--- src/common/mm_ram_pkg.sv ---
// address map, bus widths, bus and peripheral structs and read-select enum for mm_ram
package mm_ram_pkg;

    // widths
    localparam int RAM_ADDR_WIDTH    = 16;
    localparam int INSTR_RDATA_WIDTH = 128;

    typedef logic [RAM_ADDR_WIDTH-1:0]    ram_addr_t;
    typedef logic [31:0]                  word_t;
    typedef logic [3:0]                   be_t;
    typedef logic [INSTR_RDATA_WIDTH-1:0] instr_word_t;

    // pseudo-peripheral addresses
    localparam logic [31:0] PRINT_ADDR      = 32'h1000_0000;
    localparam logic [31:0] STATUS_ADDR     = 32'h2000_0000;
    localparam logic [31:0] EXIT_ADDR       = 32'h2000_0004;
    localparam logic [31:0] TIMER_MASK_ADDR = 32'h1500_0000;
    localparam logic [31:0] TIMER_CNT_ADDR  = 32'h1500_0004;

    // interrupt id that acknowledges the timer, also its bit in the mask
    localparam int TIMER_IRQ_ID = 7;

    localparam word_t TESTS_PASSED_CODE = 32'd123456789;
    localparam word_t TESTS_FAILED_CODE = 32'd1;

    // core instruction bus
    typedef struct packed {
        logic        req;
        logic [31:0] addr;
    } instr_req_t;

    typedef struct packed {
        logic        gnt;
        logic        rvalid;
        instr_word_t rdata;
    } instr_rsp_t;

    // core data bus
    typedef struct packed {
        logic        req;
        logic        we;
        be_t         be;
        logic [31:0] addr;
        word_t       wdata;
    } data_req_t;

    typedef struct packed {
        logic  gnt;
        logic  rvalid;
        word_t rdata;
    } data_rsp_t;

    // decoded request towards the ram data port
    typedef struct packed {
        logic      en;
        logic      we;
        be_t       be;
        ram_addr_t addr;
        word_t     wdata;
    } ram_data_req_t;

    // one write strobe per peripheral register, shared write data
    typedef struct packed {
        logic  print_we;
        logic  status_we;
        logic  exit_we;
        logic  timer_mask_we;
        logic  timer_cnt_we;
        word_t wdata;
    } per_wr_t;

    typedef struct packed {
        logic       print_valid;
        logic [7:0] print_char;
        logic       tests_passed;
        logic       tests_failed;
        logic       exit_valid;
        word_t      exit_value;
    } host_status_t;

    // source of the data returned in the response cycle
    typedef enum logic {
        RSEL_RAM,
        RSEL_NONE
    } rsel_t;

endpackage

--- src/source/host_port.sv ---
// host reporting registers for character output, test pass/fail and exit value
module host_port (
    input  logic                     clk_i,
    input  logic                     rst_ni,
    input  mm_ram_pkg::per_wr_t      per_wr_i,
    output mm_ram_pkg::host_status_t host_status_o
);
    import mm_ram_pkg::*;

    logic       print_valid_q;
    logic       passed_q;
    logic       failed_q;
    logic       exit_valid_q;
    logic [7:0] print_char_q;
    word_t      exit_value_q;

    // single-cycle pulses, one cycle after the write
    always_ff @(posedge clk_i or negedge rst_ni) begin
        if (!rst_ni) begin
            print_valid_q <= 1'b0;
            passed_q      <= 1'b0;
            failed_q      <= 1'b0;
            exit_valid_q  <= 1'b0;
        end else begin
            print_valid_q <= per_wr_i.print_we;
            passed_q      <= per_wr_i.status_we && (per_wr_i.wdata == TESTS_PASSED_CODE);
            failed_q      <= per_wr_i.status_we && (per_wr_i.wdata == TESTS_FAILED_CODE);
            exit_valid_q  <= per_wr_i.exit_we;
        end
    end

    always_ff @(posedge clk_i) begin
        if (per_wr_i.print_we) begin
            print_char_q <= per_wr_i.wdata[7:0];
        end
        if (per_wr_i.exit_we) begin
            exit_value_q <= per_wr_i.wdata;
        end
    end

    assign host_status_o = '{print_valid: print_valid_q, print_char: print_char_q,
                             tests_passed: passed_q, tests_failed: failed_q,
                             exit_valid: exit_valid_q, exit_value: exit_value_q};

endmodule

--- config.mk ---
export PLATFORM = sky130hd
export DESIGN_NAME = host_port
export DESIGN_NICKNAME = d
export VERILOG_FILES = /design/src/common/mm_ram_pkg.sv /design/src/source/host_port.sv
export SDC_FILE = /design/constraint.sdc
export NUM_CORES = 1
export LEC_CHECK = 0
export BUFFER_PORTS_ARGS = -buffer_cell sky130_fd_sc_hd__clkbuf_2
export CAP_MARGIN = 20
export CORE_AREA = 2 2 60 62
export CTS_CLUSTER_DIAMETER = 200
export DETAILED_ROUTE_END_ITERATION = 8
export DIE_AREA = 0 0 62 64
export GPL_TIMING_DRIVEN = 0
export PLACE_DENSITY_LB_ADDON = 0.2
export SLEW_MARGIN = 15
export SYNTH_ARGS = -nofsm -noshare
export SYNTH_HDL_FRONTEND = slang
export SYNTH_SLANG_ARGS = --single-unit
--- constraint.sdc ---
create_clock -name clk_i -period 1.1 [get_ports clk_i]
set_input_delay 0.055 -clock clk_i [delete_from_list [all_inputs] [get_ports clk_i]]
set_output_delay 0.055 -clock clk_i [all_outputs]
set_load 0.1 [all_outputs]
==> reports/metrics.cfg <==
[clocking]
cts_tree = yes
cts_buffer_depth = 2
cts_buffers = 5
clkSinkCount = 44
clk_pin_slew_ns = 0.14
cts-root-buf = clkbuf_4
cts_max_level = 2

[logic_synthesis]
synth_top_area_share = 0.823
synth_top_cell_by_area = edfxtp_1
synthTopCellsByCount = edfxtp_1, nor4_1, buf_4, dfrtp_1, nand4_1
synth_area_um2 = 1460
postSynth.topFlopCell = edfxtp_1
synth_seq_area_share = 0.892
async_flop_share = 0.0909
yosys_warnings = 0
synth.avg_cell_area_um2 = 22.1
synth_most_common_cell = edfxtp_1
synth_edf_count = 40
synthCells = 66
synth_seq_cells = 44
synthTopCellsByArea = edfxtp_1, dfrtp_1, nor4_1, buf_4, nand4_1
syn_nets = 105
ys_types = 13

[worst_setup_path]
critical_path.max_fanout = 2
cp_slowest_cell = dlygate4sd3_1
cp.arrival_ns = 1.37
worst_ep_required_time_ns = 1.40
worstSetupPathType = input pin to flop
crit_chain = dlygate4sd3_1 -> nor4b_2 -> nand4_1 -> nor3_2
max_stage_delay_ns = 0.60
cp-startpoint = per_wr_i[21]
start_kind = input pin
worstSetupEndpointType = flop
cp-endpoint = failed_q

[timing]
hold_violations = 7
rsz0062_at_grt = true
hold_slack_ns = -0.124
maxSlewHeadroom = 0.457
clock.fmax_mhz = 930
period_share = 0.978
worstMarginPinSlew_ns = 0.815
slew_violations = 0
final-setup-viol-count = 0
period_needed_ns = 1.08

[cells_and_area]
areaGrowthSynthToFinish_pct = 78.1
regArea_um2 = 1300
antenna_cells = 0
drive_gt1_frac = 0.519
fillerInstances = 181
multiInputGateArea_um2 = 149
fin_util = 0.791
layout.nets = 219

[global_route]
grt_overflow = 0
antenna_found_initial = 0
grt_pass1_wl_mm = 5.14
grt_max_degree = 34
grt_usage = 0.186
grt_pass1_vias = 1102

[status]
outcome = finished, violations left
violations = negative hold slack

[drt]
num_vias = 1071
drtPass1Iterations = 4
drc = 0
first_iter_violations = 51
wl_per_cell_um = 15.9
wirelength_mm = 3.62
vias_per_cell = 4.72
postRouteAntennaNets = 0

[floorplan]
die_x_um = 62
die_area_um2 = 3970
die_height_um = 64
row_count = 21
core_um2 = 3280
ios = 83
initial_core_util = 0.444

[job]
maxCapViolCount = 0

[worst_hold_path]
hp-class = input pin to flop

[placed_design]
gp_congestion = 0.721
io_buffers = 80

[power_and_ir_drop]
peakVddDrop_mv = 1.23
leakage_nw = 1.06
p_per_area_nw_per_um2 = 1610

[flip-flops by register name, summed over array words and instances (netlist names)]
signal         count
exit_valid_q       1
passed_q           1
print_char_q       8
print_valid_q      1
failed_q           1
exit_value_q      32
[per-layer routing]
metal	track usage	vias to the layer above	wire, µm	share of wire
met1	0.196	506	1300	0.36
li1	-	497	-	-
met3	0.0749	8	344	0.095
met2	0.319	60	1900	0.53
met5	0	-	0	0
met4	0.0745	0	68	0.019
[stage by stage]
step	instances	instance area (µm²)	TNS, ns	setup slack (ns)	total power, mW
2_1_floorplan	66	1460	0	0.141	2.94
3_3_place_gp	192	1920	0	0.0509	3.16
6_report	227	2600	0	0.0246	4.18
4_1_cts	228	2550	-0.0161	-0.0161	4.15
5_1_grt	227	2600	-0.00866	-0.00675	4.31
3_5_place_dp	192	1920	0	0.00262	3.17
[worst max-delay path, delay by kind of cell]
family	cells	cell delay, ns
buf+inv	1	0.60
simple gates	3	0.72
[how the worst min path moves through the flow]
| stage | start | endpoint | slack [ns] | cells after the start |
|---|---|---|---|---|
| floorplan | rst_ni | exit_valid_q | -0.24 | 0 |
| global placement | rst_ni | print_valid_q | -0.14 | 1 |
| detailed placement | rst_ni | failed_q | -0.14 | 1 |
| CTS | per_wr_i[30] | exit_value_q[30] | -0.13 | 1 |
| global route | per_wr_i[30] | exit_value_q[30] | -0.14 | 1 |
| finish | per_wr_i[30] | exit_value_q[30] | -0.12 | 1 |
[timing repair]
action	in CTS	in global routing
endpoints found under the hold margin	47	11
pin swaps	0	3
endpoints found under the setup margin	44	33
hold buffers	31	1
gates resized for setup	72	40
cloned	0	0
buffers inserted	0	0
[report_power, final]
part | switching (mW) | internal, mW | leakage [nW] | total (mW)
sequential | 0.0539 | 1.96 | 0.443 | 2.02
clock | 0.523 | 0.252 | 0.0274 | 0.775
combinational | 1.03 | 0.353 | 0.585 | 1.39
total | 1.61 | 2.57 | 1.06 | 4.18
[final cells by class]
type                    instances  area share
flip-flops and latches         44       0.501
repair buffers                111       0.396
multi-input cells              18      0.0573
well taps                      46      0.0221
clock buffers                   5      0.0144
clock inverters                 3     0.00915
[logic make-up after synthesis]
kind of cell | Yosys count | share of synthesized area
DFF | 44 | 0.892
and+or+nand+nor | 18 | 0.0875
buffers and inverters | 4 | 0.0206
[placed cells by master, fill, tap and decap left out, types with 6 or more instances in the layout]
master,netlist,layout
dlygate4sd3_1,0,32
buf_6,0,6
clkbuf_8,0,9
clkbuf_2,0,35
buf_8,0,8
buf_4,4,16
edfxtp_1,40,40
clkbuf_4,0,6
Note: power is estimated with default switching activity, not from simulation.
