File: src/common/mm_ram_pkg.sv
// address map, bus widths, bus and peripheral structs and read-select enum for mm_ram
package mm_ram_pkg;

    // widths
    localparam int RAM_ADDR_WIDTH    = 16;
    localparam int INSTR_RDATA_WIDTH = 128;

    typedef logic [RAM_ADDR_WIDTH-1:0]    ram_addr_t;
    typedef logic [31:0]                  word_t;
    typedef logic [3:0]                   be_t;
    typedef logic [INSTR_RDATA_WIDTH-1:0] instr_word_t;

    // pseudo-peripheral addresses
    localparam logic [31:0] PRINT_ADDR      = 32'h1000_0000;
    localparam logic [31:0] STATUS_ADDR     = 32'h2000_0000;
    localparam logic [31:0] EXIT_ADDR       = 32'h2000_0004;
    localparam logic [31:0] TIMER_MASK_ADDR = 32'h1500_0000;
    localparam logic [31:0] TIMER_CNT_ADDR  = 32'h1500_0004;

    // interrupt id that acknowledges the timer, also its bit in the mask
    localparam int TIMER_IRQ_ID = 7;

    localparam word_t TESTS_PASSED_CODE = 32'd123456789;
    localparam word_t TESTS_FAILED_CODE = 32'd1;

    // core instruction bus
    typedef struct packed {
        logic        req;
        logic [31:0] addr;
    } instr_req_t;

    typedef struct packed {
        logic        gnt;
        logic        rvalid;
        instr_word_t rdata;
    } instr_rsp_t;

    // core data bus
    typedef struct packed {
        logic        req;
        logic        we;
        be_t         be;
        logic [31:0] addr;
        word_t       wdata;
    } data_req_t;

    typedef struct packed {
        logic  gnt;
        logic  rvalid;
        word_t rdata;
    } data_rsp_t;

    // decoded request towards the ram data port
    typedef struct packed {
        logic      en;
        logic      we;
        be_t       be;
        ram_addr_t addr;
        word_t     wdata;
    } ram_data_req_t;

    // one write strobe per peripheral register, shared write data
    typedef struct packed {
        logic  print_we;
        logic  status_we;
        logic  exit_we;
        logic  timer_mask_we;
        logic  timer_cnt_we;
        word_t wdata;
    } per_wr_t;

    typedef struct packed {
        logic       print_valid;
        logic [7:0] print_char;
        logic       tests_passed;
        logic       tests_failed;
        logic       exit_valid;
        word_t      exit_value;
    } host_status_t;

    // source of the data returned in the response cycle
    typedef enum logic {
        RSEL_RAM,
        RSEL_NONE
    } rsel_t;

endpackage

File: src/source/timer_irq.sv
// countdown timer with interrupt mask, timer interrupt and acknowledge by id
module timer_irq (
    input  logic                clk_i,
    input  logic                rst_ni,
    input  mm_ram_pkg::per_wr_t per_wr_i,
    input  logic                irq_ack_i,
    input  logic [5:0]          irq_id_i,
    output logic                irq_timer_o
);
    import mm_ram_pkg::*;

    word_t mask_q;
    word_t cnt_q;
    logic  irq_q;

    always_ff @(posedge clk_i or negedge rst_ni) begin
        if (!rst_ni) begin
            mask_q <= '0;
            cnt_q  <= '0;
            irq_q  <= 1'b0;
        end else begin
            if (per_wr_i.timer_mask_we) begin
                mask_q <= per_wr_i.wdata;
            end else if (per_wr_i.timer_cnt_we) begin
                cnt_q <= per_wr_i.wdata;
            end else begin
                if (cnt_q != '0) begin
                    cnt_q <= cnt_q - 1'b1;
                end
                // the 1 to 0 transition requests the interrupt
                if (cnt_q == 32'd1 && mask_q[TIMER_IRQ_ID]) begin
                    irq_q <= 1'b1;
                end
            end
            // acknowledge wins over a new request in the same cycle
            if (irq_ack_i && irq_id_i == 6'(TIMER_IRQ_ID)) begin
                irq_q <= 1'b0;
            end
        end
    end

    assign irq_timer_o = irq_q;

endmodule

File: config.mk
export PLATFORM = sky130hd
export DESIGN_NAME = timer_irq
export DESIGN_NICKNAME = d
export VERILOG_FILES = /design/src/common/mm_ram_pkg.sv /design/src/source/timer_irq.sv
export SDC_FILE = /design/constraint.sdc
export NUM_CORES = 1
export LEC_CHECK = 0
export ABC_CLOCK_PERIOD_IN_PS = 1950
export BUFFER_PORTS_ARGS = -buffer_cell sky130_fd_sc_hd__buf_2
export CAP_MARGIN = 0
export CELL_PAD_IN_SITES_DETAIL_PLACEMENT = 1
export CELL_PAD_IN_SITES_GLOBAL_PLACEMENT = 1
export CORE_MARGIN = 2
export CORE_UTILIZATION = 36
export CTS_CLUSTER_SIZE = 30
export DETAILED_ROUTE_END_ITERATION = 12
export PLACE_DENSITY_LB_ADDON = 0.05
export SLEW_MARGIN = 25
export SYNTH_ARGS = -nofsm -noshare
export SYNTH_HDL_FRONTEND = slang
export SYNTH_SLANG_ARGS = --single-unit
File: constraint.sdc
create_clock -name clk_i -period 1.95 [get_ports clk_i]
set_input_delay 0 -clock clk_i [delete_from_list [all_inputs] [get_ports clk_i]]
set_output_delay 0 -clock clk_i [all_outputs]
set_load 0.01 [all_outputs]
==> flow_summary.json <==
{
  "crit_path_end_kind": "register",
  "fin_crit_ns": 1.98,
  "syn_area_um2": 2250,
  "io_buffer_count": 43,
  "core.rowCount": 28,
  "die_w_um": 83.1,
  "synth_edf_count": 0,
  "top_layer": "met4",
  "start_kind": "register",
  "grt_setup_unrepaired": "yes",
  "ir_drop_mv": 0.305,
  "synth.largest_area_cell": "dfrtp_1",
  "maxCapViolations": 0,
  "clk_latency_ns": 0.29,
  "dr.pass1.iters": 4,
  "synth_area_leaders": "dfrtp_1, o21ai_0, nor2_1, a21oi_1, nor4_1",
  "ys_seq_elements": 34,
  "failed_checks": "negative setup slack",
  "setup_violations": 4,
  "syn_to_final_growth_pct": 43.5,
  "ant_nets": 0,
  "yosysUniqueCellTypes": 44,
  "die_height_um": 83.1,
  "clockBufferDepth": 2,
  "drv_slew": 0,
  "syn-num-nets": 323,
  "cts_root_buffer": "clkbuf_8",
  "first_iter_violations": 138,
  "p_leak_nw": 1.35,
  "yosys-top-cells-count": "o21ai_0, dfrtp_1, nor2_1, a21oi_1",
  "gp_congestion": 0.853,
  "via_per_inst": 5.85,
  "total_power_mw": 2.18,
  "antenna_found_initial": 0,
  "path_max_fanout": 8,
  "synth-async-reset-ratio": 1.00,
  "first_global_vias": 2582,
  "cp.arrival_ns": 2.13,
  "vias": 2552,
  "critPathKind": "reg2reg",
  "yosys_warnings": 0,
  "status": "complete, but fails checks",
  "yosysMostFrequentCell": "o21ai_0",
  "start_util": 0.376,
  "antennaDiodeCount": 0,
  "synth_ff_type": "dfrtp_1",
  "grt_first_pass_wirelength_um": 13000,
  "cts.sinks": 34,
  "tightest_slew_ns": 0.831,
  "wl_met2_um": 4010,
  "drive_gt1_frac": 0.368,
  "fin_crit_sh": 1.01,
  "routedWlPerCell_um": 19.0,
  "nets": 410,
  "die_area_um2": 6900,
  "final_util": 0.539,
  "drc": 0,
  "overflow": 0,
  "relSlewSlack": 0.446,
  "synth_top_area_frac": 0.378,
  "hold_viol": 0,
  "p_per_area_nw_per_um2": 673,
  "seq_area_frac_synth": 0.378,
  "routed_wl_um": 8270,
  "synthCells": 275,
  "grt_max_degree": 53,
  "met1_length_um": 3900,
  "fin_ws_ns": -0.0265,
  "max_freq_mhz": 506,
  "core_area_um2": 5990,
  "cts_max_level": 2,
  "final.setup.tns_ns": -0.0330,
  "min_path_type": "in2reg",
  "cts.clk_slew.worst_paths_ns": 0.07,
  "cts_buffers": 5,
  "synth_area_per_cell_um2": 8.19,
  "grt_usage": 0.231,
  "hpwlAfterDp_um": 5660,
  "ios": 47,
  "route.met3.wl_um": 296,
  "clock_skew_ns": 0.00534,
  "cts_tree": "yes",
  "crit_required_ns": 2.10
}
-- flip-flops by register name (all words and copies together) (netlist names) --
register / flops
cnt_q: 32
irq_timer_o: 1
mask_q: 1
-- metrics by stage --
step	setup slack, ns	instances	hold slack, ns	cell area (um2)
3_3_place_gp	-0.122	415	0.151	2810
4_1_cts	-0.0304	432	0.00410	3030
6_report	-0.0265	436	0.00732	3230
5_1_grt	-0.129	436	0.00976	3230
2_1_floorplan	0.0379	275	-0.296	2260
3_5_place_dp	-0.0969	415	0.142	2810
-- final timing paths --
path	startpoint	to	slack, ns	depth (start not counted)
setup / recovery	cnt_q[24]	cnt_q[19]	-0.03	6
min in group asynchronous	rst_ni	cnt_q[12]	0.35	2
hold reg to reg	cnt_q[27]	cnt_q[27]	0.53	1
hold / removal	irq_id_i[5]	irq_timer_o	0.007	3
max in group asynchronous	rst_ni	cnt_q[24]	1.03	2
setup reg to reg	cnt_q[24]	cnt_q[19]	-0.03	6
-- routing by layer --
layer / global-route usage / up-vias
met5: 0 / -
met4: 0.0402 / 0
met3: 0.0358 / 8
met2: 0.379 / 60
met1: 0.327 / 1266
li1: - / 1218
-- critical path, cell delays in order (launching register included) --
cell     delay, ns
dfrtp_2       0.44
nor4_1        0.42
and4_2        0.38
a31oi_4       0.20
buf_4         0.19
o22ai_1       0.15
a21oi_1       0.06
-- cell usage in the layout, fill, tap and decap left out, drive strengths merged, types with 4 or more instances in the layout --
cell type / instances
or3: 7
inv: 5
nor2: 29
and4: 4
nor3: 20
a21oi: 20
nand2: 18
o21ai: 42
nand3: 6
buf: 88
dfrtp: 34
clkbuf: 6
dlygate4sd3: 10
a22oi: 9
nor4: 16
a31oi: 4
-- report_power, final --
part / switching, mW / total (mW) / internal [mW]
Clock: 0.267 / 0.540 / 0.273
Sequential: 0.115 / 0.919 / 0.804
Combinational: 0.380 / 0.717 / 0.337
-- what timing repair did --
item / CTS / global route
hold buffers: 10 / 0
setup endpoints to repair: 18 / 30
pin swaps: 1 / 13
hold endpoints to repair: 43 / 0
resized for setup: 7 / 38
setup buffers: 1 / 4
-- layout make-up --
class                   instances  area [um2]
well taps                      75        93.8
flip-flops and latches         34         852
inverters                       5        18.8
clock buffers                   6        82.6
repair buffers                 98         693
fillers                       722        2760
multi-input cells             218        1490
-- kinds of logic (layout without fill, tap and decap cells) --
| family | after synthesis | in the layout | synth area share |
|---|---|---|---|
| multiplexers | 4 | 4 | 0.0183 |
| adder cells (fa/ha/maj) | 2 | 2 | 0.0111 |
| buffers and inverters | 23 | 109 | 0.0467 |
| AO/OA/AOI/OAI | 98 | 98 | 0.273 |
| flip-flops | 34 | 34 | 0.378 |
| AND/OR/NAND/NOR | 114 | 114 | 0.273 |
(Power assumes the default switching activity.)
