`config.mk`:
```
export PLATFORM = sky130hd
export DESIGN_NAME = data_decoder
export DESIGN_NICKNAME = d
export VERILOG_FILES = /design/src/common/mm_ram_pkg.sv /design/src/source/data_decoder.sv
export SDC_FILE = /design/constraint.sdc
export NUM_CORES = 1
export LEC_CHECK = 0
export CORE_AREA = 4 4 87 89
export CTS_CLUSTER_DIAMETER = 50
export DETAILED_ROUTE_END_ITERATION = 16
export DIE_AREA = 0 0 91 93
export DONT_BUFFER_PORTS = 1
export PLACE_DENSITY_LB_ADDON = 0.15
export SYNTH_ARGS = -nofsm -noshare
export SYNTH_HDL_FRONTEND = slang
export SYNTH_SLANG_ARGS = --single-unit
```
`constraint.sdc`:
```
create_clock -name clk_i -period 1.14 [get_ports clk_i]
set_input_delay 0.171 -clock clk_i [delete_from_list [all_inputs] [get_ports clk_i]]
set_output_delay 0.171 -clock clk_i [all_outputs]
set_load 0.02 [all_outputs]
```
`src/common/mm_ram_pkg.sv`:
```
// address map, bus widths, bus and peripheral structs and read-select enum for mm_ram
package mm_ram_pkg;

    // widths
    localparam int RAM_ADDR_WIDTH    = 16;
    localparam int INSTR_RDATA_WIDTH = 128;

    typedef logic [RAM_ADDR_WIDTH-1:0]    ram_addr_t;
    typedef logic [31:0]                  word_t;
    typedef logic [3:0]                   be_t;
    typedef logic [INSTR_RDATA_WIDTH-1:0] instr_word_t;

    // pseudo-peripheral addresses
    localparam logic [31:0] PRINT_ADDR      = 32'h1000_0000;
    localparam logic [31:0] STATUS_ADDR     = 32'h2000_0000;
    localparam logic [31:0] EXIT_ADDR       = 32'h2000_0004;
    localparam logic [31:0] TIMER_MASK_ADDR = 32'h1500_0000;
    localparam logic [31:0] TIMER_CNT_ADDR  = 32'h1500_0004;

    // interrupt id that acknowledges the timer, also its bit in the mask
    localparam int TIMER_IRQ_ID = 7;

    localparam word_t TESTS_PASSED_CODE = 32'd123456789;
    localparam word_t TESTS_FAILED_CODE = 32'd1;

    // core instruction bus
    typedef struct packed {
        logic        req;
        logic [31:0] addr;
    } instr_req_t;

    typedef struct packed {
        logic        gnt;
        logic        rvalid;
        instr_word_t rdata;
    } instr_rsp_t;

    // core data bus
    typedef struct packed {
        logic        req;
        logic        we;
        be_t         be;
        logic [31:0] addr;
        word_t       wdata;
    } data_req_t;

    typedef struct packed {
        logic  gnt;
        logic  rvalid;
        word_t rdata;
    } data_rsp_t;

    // decoded request towards the ram data port
    typedef struct packed {
        logic      en;
        logic      we;
        be_t       be;
        ram_addr_t addr;
        word_t     wdata;
    } ram_data_req_t;

    // one write strobe per peripheral register, shared write data
    typedef struct packed {
        logic  print_we;
        logic  status_we;
        logic  exit_we;
        logic  timer_mask_we;
        logic  timer_cnt_we;
        word_t wdata;
    } per_wr_t;

    typedef struct packed {
        logic       print_valid;
        logic [7:0] print_char;
        logic       tests_passed;
        logic       tests_failed;
        logic       exit_valid;
        word_t      exit_value;
    } host_status_t;

    // source of the data returned in the response cycle
    typedef enum logic {
        RSEL_RAM,
        RSEL_NONE
    } rsel_t;

endpackage

```
`src/source/data_decoder.sv`:
```
// data bus address decoder with ram and peripheral strobes and response mux
module data_decoder (
    input  logic                      clk_i,
    input  logic                      rst_ni,
    input  mm_ram_pkg::data_req_t     data_req_i,
    input  mm_ram_pkg::word_t         ram_rdata_i,
    output mm_ram_pkg::ram_data_req_t ram_req_o,
    output mm_ram_pkg::per_wr_t       per_wr_o,
    output mm_ram_pkg::data_rsp_t     data_rsp_o
);
    import mm_ram_pkg::*;

    logic  in_ram;
    logic  wr_req;
    rsel_t rsel_d;
    rsel_t rsel_q;
    logic  rvalid_q;

    // ram occupies the bottom 64 KiB of the address space
    assign in_ram = (data_req_i.addr[31:RAM_ADDR_WIDTH] == '0);
    assign wr_req = data_req_i.req & data_req_i.we;

    always_comb begin
        ram_req_o.en    = data_req_i.req & in_ram;
        ram_req_o.we    = data_req_i.we;
        ram_req_o.be    = data_req_i.be;
        ram_req_o.addr  = {data_req_i.addr[RAM_ADDR_WIDTH-1:2], 2'b00};
        ram_req_o.wdata = data_req_i.wdata;
    end

    // at most one strobe fires, each peripheral has its own address
    always_comb begin
        per_wr_o.print_we      = wr_req & (data_req_i.addr == PRINT_ADDR);
        per_wr_o.status_we     = wr_req & (data_req_i.addr == STATUS_ADDR);
        per_wr_o.exit_we       = wr_req & (data_req_i.addr == EXIT_ADDR);
        per_wr_o.timer_mask_we = wr_req & (data_req_i.addr == TIMER_MASK_ADDR);
        per_wr_o.timer_cnt_we  = wr_req & (data_req_i.addr == TIMER_CNT_ADDR);
        per_wr_o.wdata         = data_req_i.wdata;
    end

    // only ram reads return data, writes and unmapped reads give zero
    always_comb begin
        if (data_req_i.req && !data_req_i.we && in_ram) begin
            rsel_d = RSEL_RAM;
        end else begin
            rsel_d = RSEL_NONE;
        end
    end

    always_ff @(posedge clk_i or negedge rst_ni) begin
        if (!rst_ni) begin
            rsel_q   <= RSEL_NONE;
            rvalid_q <= 1'b0;
        end else begin
            rsel_q   <= rsel_d;
            rvalid_q <= data_req_i.req;
        end
    end

    always_comb begin
        data_rsp_o.gnt    = data_req_i.req;
        data_rsp_o.rvalid = rvalid_q;
        if (rsel_q == RSEL_RAM) begin
            data_rsp_o.rdata = ram_rdata_i;
        end else begin
            data_rsp_o.rdata = '0;
        end
    end

endmodule

```
==> flow_summary.yaml, run 1 <==
worst_hold_path:
  worstHoldEndpoint: "rsel_q"
  whs_path_depth: 1
  hold_start: "data_req_i[68]"
  min-delay-path-class: "primary input to register"
sta:
  final_hold_viol_count: 0
  max_freq_mhz: 775
  timing.final.crit_share_pct: 113
  rsz0062_at_grt: "yes"
  period_minus_slack_ns: 1.29
  setup_viol: 38
  drv_slew: 0
  worst_slack_ns: -0.150
  hold_ws_ns: 0.107
global_routing:
  antenna_found_initial: 0
  grt_overflow_total: 0
  grt_max_degree: 25
  grt_pass1_wl_mm: 4.02
  grt_pass1_vias: 744
  track_usage_pct: 6.34
floorplanning:
  die_area_um2: 8460
  dieWidth_um: 91
  rows: 30
  die_h_um: 93
  start_util_pct: 16.1
  core_area_um2: 6760
  io_pins: 229
placed_design:
  io_buffers: 0
  dpl_cell_area_um2: 746
  gp_congestion: 0.652
  dp_hpwl_mm: 2.61
  place_ws_ns: -0.199
logic_synthesis:
  avgSynthCellArea_um2: 7.18
  synth_top_family_by_area: "buffers and inverters"
  synth_area_um2: 1090
  synthAdderAreaFrac_pct: 0
  ys_seq_elements: 2
  synth-xor-area-share_pct: 0
  synth_compound_area_share_pct: 0
  ys_types: 16
  ys_seq_area_share_pct: 4.70
  yosys.area_share.simple_pct: 34.1
  synthCells: 152
  yosysWarnings: 0
  muxShareOfSynthArea_pct: 0
critical_path:
  critPathKind: "register to primary output"
  crit_required_ns: 0.97
  cp.arrival_ns: 1.12
  crit_fanout: 12
  critPathCaptureType: "primary output"
  start_kind: "register"
finish:
  ff_latch_area_um2: 51.3
  final_area_um2: 1070
  final_nets: 185
  num_antenna_cells: 0
  final_common_cell: "nor2b_4"
  layout_common_cells: "20 x nor2b_4, 8 x nor2b_2, 5 x nor2b_1, 5 x nor4_4, 5 x nor3_4"
  fin_util_pct: 15.8
  nFillCells: 728
  multi_input_area_um2: 697
  layout-drive-gt1-share_pct: 71.3
  syn_to_final_growth_pct: -2.29
power:
  irDropWorstVdd_uv: 146
  powerDensity_nw_per_um2: 420
  power.leakage_uw: 0.000413
  power_uw: 448
clock_network:
  tritoncts: "built"
  clkSlewWorstSetupHoldPaths_ns: 0.03
  cts-buffers-inserted: 3
  clockBufferDepth: 2
  cts_root_buf: "clkbuf_8"
  htree_levels: 1
  cts.sinks: 2
flow_run:
  max_cap_viol_count: 0
outcome:
  status: "finished with violations"
  failed_checks: "setup timing"
detailed_routing:
  drt_iter0_drc: 5
  num_vias: 651
  wl_per_cell_um: 19.5
  vias_per_cell: 4.07
  first_pass_iters: 4
  drc: 0
  finalWirelength_mm: 3.12
  drtAntennaViolNets: 0
worst max-delay path by stage:
stage | from | endpoint | cells after the start
floorplan | data_req_i[37] | per_wr_o[35] | 3
global placement | data_req_i[51] | per_wr_o[36] | 5
detailed placement | data_req_i[51] | per_wr_o[36] | 5
CTS | data_req_i[59] | per_wr_o[33] | 4
global route | rsel_q | data_rsp_o[20] | 2
finish | rsel_q | data_rsp_o[8] | 2
stage by stage:
step / setup TNS (ns) / cells
finish: -4.71 / 160
global route: -6.83 / 160
CTS: -4.23 / 158
detailed placement: -1.18 / 151
global placement: -1.05 / 151
floorplan: -0.459 / 153
state kept, by name (all words and copies together), names as in the netlist:
signal    count
rvalid_q      1
rsel_q        1
cells in the mapped netlist:
cell / instances / area share, %
and3b_1: 1 / 0.80
buf_4: 87 / 60
clkbuf_1: 3 / 1.0
conb_1: 1 / 0.34
dfrtp_1: 1 / 2.3
dfstp_2: 1 / 2.4
nand3_1: 2 / 0.92
nand4_1: 4 / 2.3
nand4_2: 1 / 1.1
nor2_1: 5 / 1.7
nor2b_1: 33 / 19
nor3_1: 5 / 2.3
nor4_1: 4 / 2.3
nor4_2: 2 / 2.3
nor4b_1: 1 / 0.80
or3_1: 1 / 0.57
critical path, cell delays in order, from the launching register on:
cell and delay, ns:
dfstp_2 0.41, buf_12 0.16, nor2b_1 0.33
cell type report:
type,count,area share (%)
Multi-Input combinational cell,61,65.4
Sequential cell,2,4.81
Clock buffer,4,4.23
Tap cell,80,9.39
Timing Repair Buffer,13,16.2
where the power goes:
part	internal [uW]	switching, uW
clock network	238	60.9
logic	53.4	18.9
registers	73.5	3.65
total	364	83.4
metal layers:
metal | vias to the layer above | global-route usage (%) | share of wire [%]
met5 | - | 0 | 0
met4 | 0 | 4.65 | 2.6
met3 | 13 | 4.34 | 18
met2 | 124 | 11.0 | 53
met1 | 262 | 4.95 | 27
li1 | 252 | - | -
logic make-up (layout without fill, tap and decap cells):
kind of cell,Yosys count,in the layout
buffers and inverters,90,17
flip-flops,2,2
other,1,2
AND/OR/NAND/NOR,59,59
what timing repair did:
item / CTS / global route
setup endpoints to repair: 38 / 38
buffers inserted: 1 / 0
hold buffers: 2 / 0
hold endpoints to repair: 3 / 0
resized for setup: 42 / 15
pin swaps: 6 / 2
gates cloned: 0 / 2
(Power assumes the default switching activity.)
==> run 2, diff against run 1 <==
--- a/config.mk
+++ b/config.mk
@@ -6,11 +6,12 @@
 export NUM_CORES = 1
 export LEC_CHECK = 0
 export CORE_AREA = 4 4 87 89
-export CTS_CLUSTER_DIAMETER = 50
+export CTS_CLUSTER_DIAMETER = 100
 export DETAILED_ROUTE_END_ITERATION = 16
 export DIE_AREA = 0 0 91 93
 export DONT_BUFFER_PORTS = 1
 export PLACE_DENSITY_LB_ADDON = 0.15
+export SETUP_SLACK_MARGIN = 0.2
 export SYNTH_ARGS = -nofsm -noshare
 export SYNTH_HDL_FRONTEND = slang
 export SYNTH_SLANG_ARGS = --single-unit
==> flow_summary.yaml, run 2 (synthesis results as in run 1) <==
power:
  p_sw_share_pct: 17.7
  p_clk_share_pct: 64.6
  combPwrFrac_pct: 18.3
  irDropWorstVdd_uv: 186
  p_int_uw: 371
  powerDensity_nw_per_um2: 360
  power_uw: 451
  power.leakage_uw: 0.000514
  p_sw_uw: 79.7
  p_seq_share_pct: 17.1
clock_network:
  tritoncts: "built"
  cts.sinks: 2
  htree_levels: 1
  cts_root_buf: "clkbuf_8"
  cts-buffers-inserted: 3
  clockBufferDepth: 2
  clkSlewWorstSetupHoldPaths_ns: 0.02
finish:
  ff_latch_area_um2: 51.3
  syn_to_final_growth_pct: 14.7
  final_common_cell: "nor2b_4"
  layout-drive-gt1-share_pct: 78.2
  fin_util_pct: 18.5
  nFillCells: 718
  reg_top3: "rsel_q (1), rvalid_q (1)"
  final_nets: 192
  multi_input_area_um2: 763
  final_area_um2: 1250
  num_antenna_cells: 0
floorplanning:
  die_h_um: 93
  dieWidth_um: 91
  start_util_pct: 16.1
  die_area_um2: 8460
  core_area_um2: 6760
  io_pins: 229
  rows: 30
outcome:
  status: "finished with violations"
  failed_checks: "setup timing"
global_routing:
  antenna_found_initial: 0
  grt_max_degree: 11
  grt_overflow_total: 0
  grt_pass1_vias: 788
  grt_pass1_wl_mm: 4.40
  track_usage_pct: 6.60
detailed_routing:
  wl_met1_um: 768
  drtAntennaViolNets: 0
  num_vias: 693
  dr_wl_met3_um: 598
  wl_met2_mm: 1.71
  wl_per_cell_um: 18.7
  vias_per_cell: 4.15
  maxUsedRoutingLayer: "met4"
  first_pass_iters: 3
  finalWirelength_mm: 3.12
  drt_iter0_drc: 6
  drc: 0
critical_path:
  cp.arrival_ns: 1.12
  critPathKind: "register to primary output"
  critPathCaptureType: "primary output"
  crit_fanout: 5
  crit_required_ns: 0.97
  start_kind: "register"
  startpoint: "rsel_q"
  cp-endpoint: "data_rsp_o[30]"
sta:
  hold_ws_ns: 0.108
  drv_slew: 0
  worst_slack_ns: -0.147
  setup_viol: 38
  timing.final.crit_share_pct: 113
  rsz0062_at_grt: "yes"
  max_freq_mhz: 777
  period_minus_slack_ns: 1.29
  final_hold_viol_count: 0
worst_hold_path:
  min-delay-path-class: "primary input to register"
placed_design:
  dp_hpwl_mm: 2.73
  io_buffers: 0
  gp_congestion: 0.680
  dpl_cell_area_um2: 1010
flow_run:
  max_cap_viol_count: 0
## run 2: cell count changes in the layout (fill, tap and decap cells not counted), moves of 2 or more
cell	previous run	this run
nor2b_2	8	1
nor2b_1	5	3
buf_12	3	5
nand3_1	2	0
nor2b_4	20	29
buf_6	2	5
## run 2: how the worst min path moves through the flow
| stage | startpoint | slack [ns] | cells past startpoint | to |
|---|---|---|---|---|
| 2_1_floorplan | rst_ni | -0.12 | 0 | rvalid_q |
| 3_3_place_gp | rst_ni | -0.12 | 0 | rvalid_q |
| 3_5_place_dp | rst_ni | -0.12 | 0 | rvalid_q |
| 4_1_cts | data_req_i[68] | 0.10 | 1 | rsel_q |
| 5_1_grt | data_req_i[68] | 0.11 | 1 | rsel_q |
| 6_report | data_req_i[68] | 0.11 | 1 | rsel_q |
## run 2: layout make-up
type	count	area share, %
tap	80	8.00
sequential	2	4.10
clock buffer	4	3.60
multi-input combinational	61	61.0
timing repair buffer	20	23.3
## run 2: power by group through the flow
| stage | clock network (uW) | logic, uW | registers (uW) |
|---|---|---|---|
| CTS | 304 | 81.9 | 76.8 |
| finish | 291 | 82.4 | 76.8 |
| floorplan | 0 | 507 | 74.5 |
| global placement | 0 | 68.6 | 77.5 |
| detailed placement | 0 | 69.7 | 77.5 |
| global route | 310 | 85.5 | 76.9 |
## run 2: critical path: stages, from the launching register on
cell and delay [ns]:
dfstp_2 0.56, buf_12 0.14, clkbuf_16 0.16, nor2b_4 0.06
## run 2: routing by layer
| metal | GRT usage [%] | up-vias |
|---|---|---|
| li1 | - | 266 |
| met1 | 5.31 | 273 |
| met2 | 12.3 | 147 |
| met3 | 4.67 | 7 |
| met4 | 2.51 | 0 |
| met5 | 0 | - |
## run 2: per-stage QoR
stage	worst slack, ns	TNS (ns)	std cells
floorplan	-0.110	-0.513	153
global placement	-0.166	-0.854	153
detailed placement	-0.188	-0.981	153
CTS	-0.166	-5.17	164
global route	-0.184	-5.95	167
finish	-0.147	-4.50	167
## run 2: repair_timing
item	CTS	global route
gates resized for setup	9	3
cloned	1	2
buffers inserted	4	1
hold buffers	2	0
hold endpoints to repair	3	0
pin swaps	10	2
setup endpoints to repair	39	39
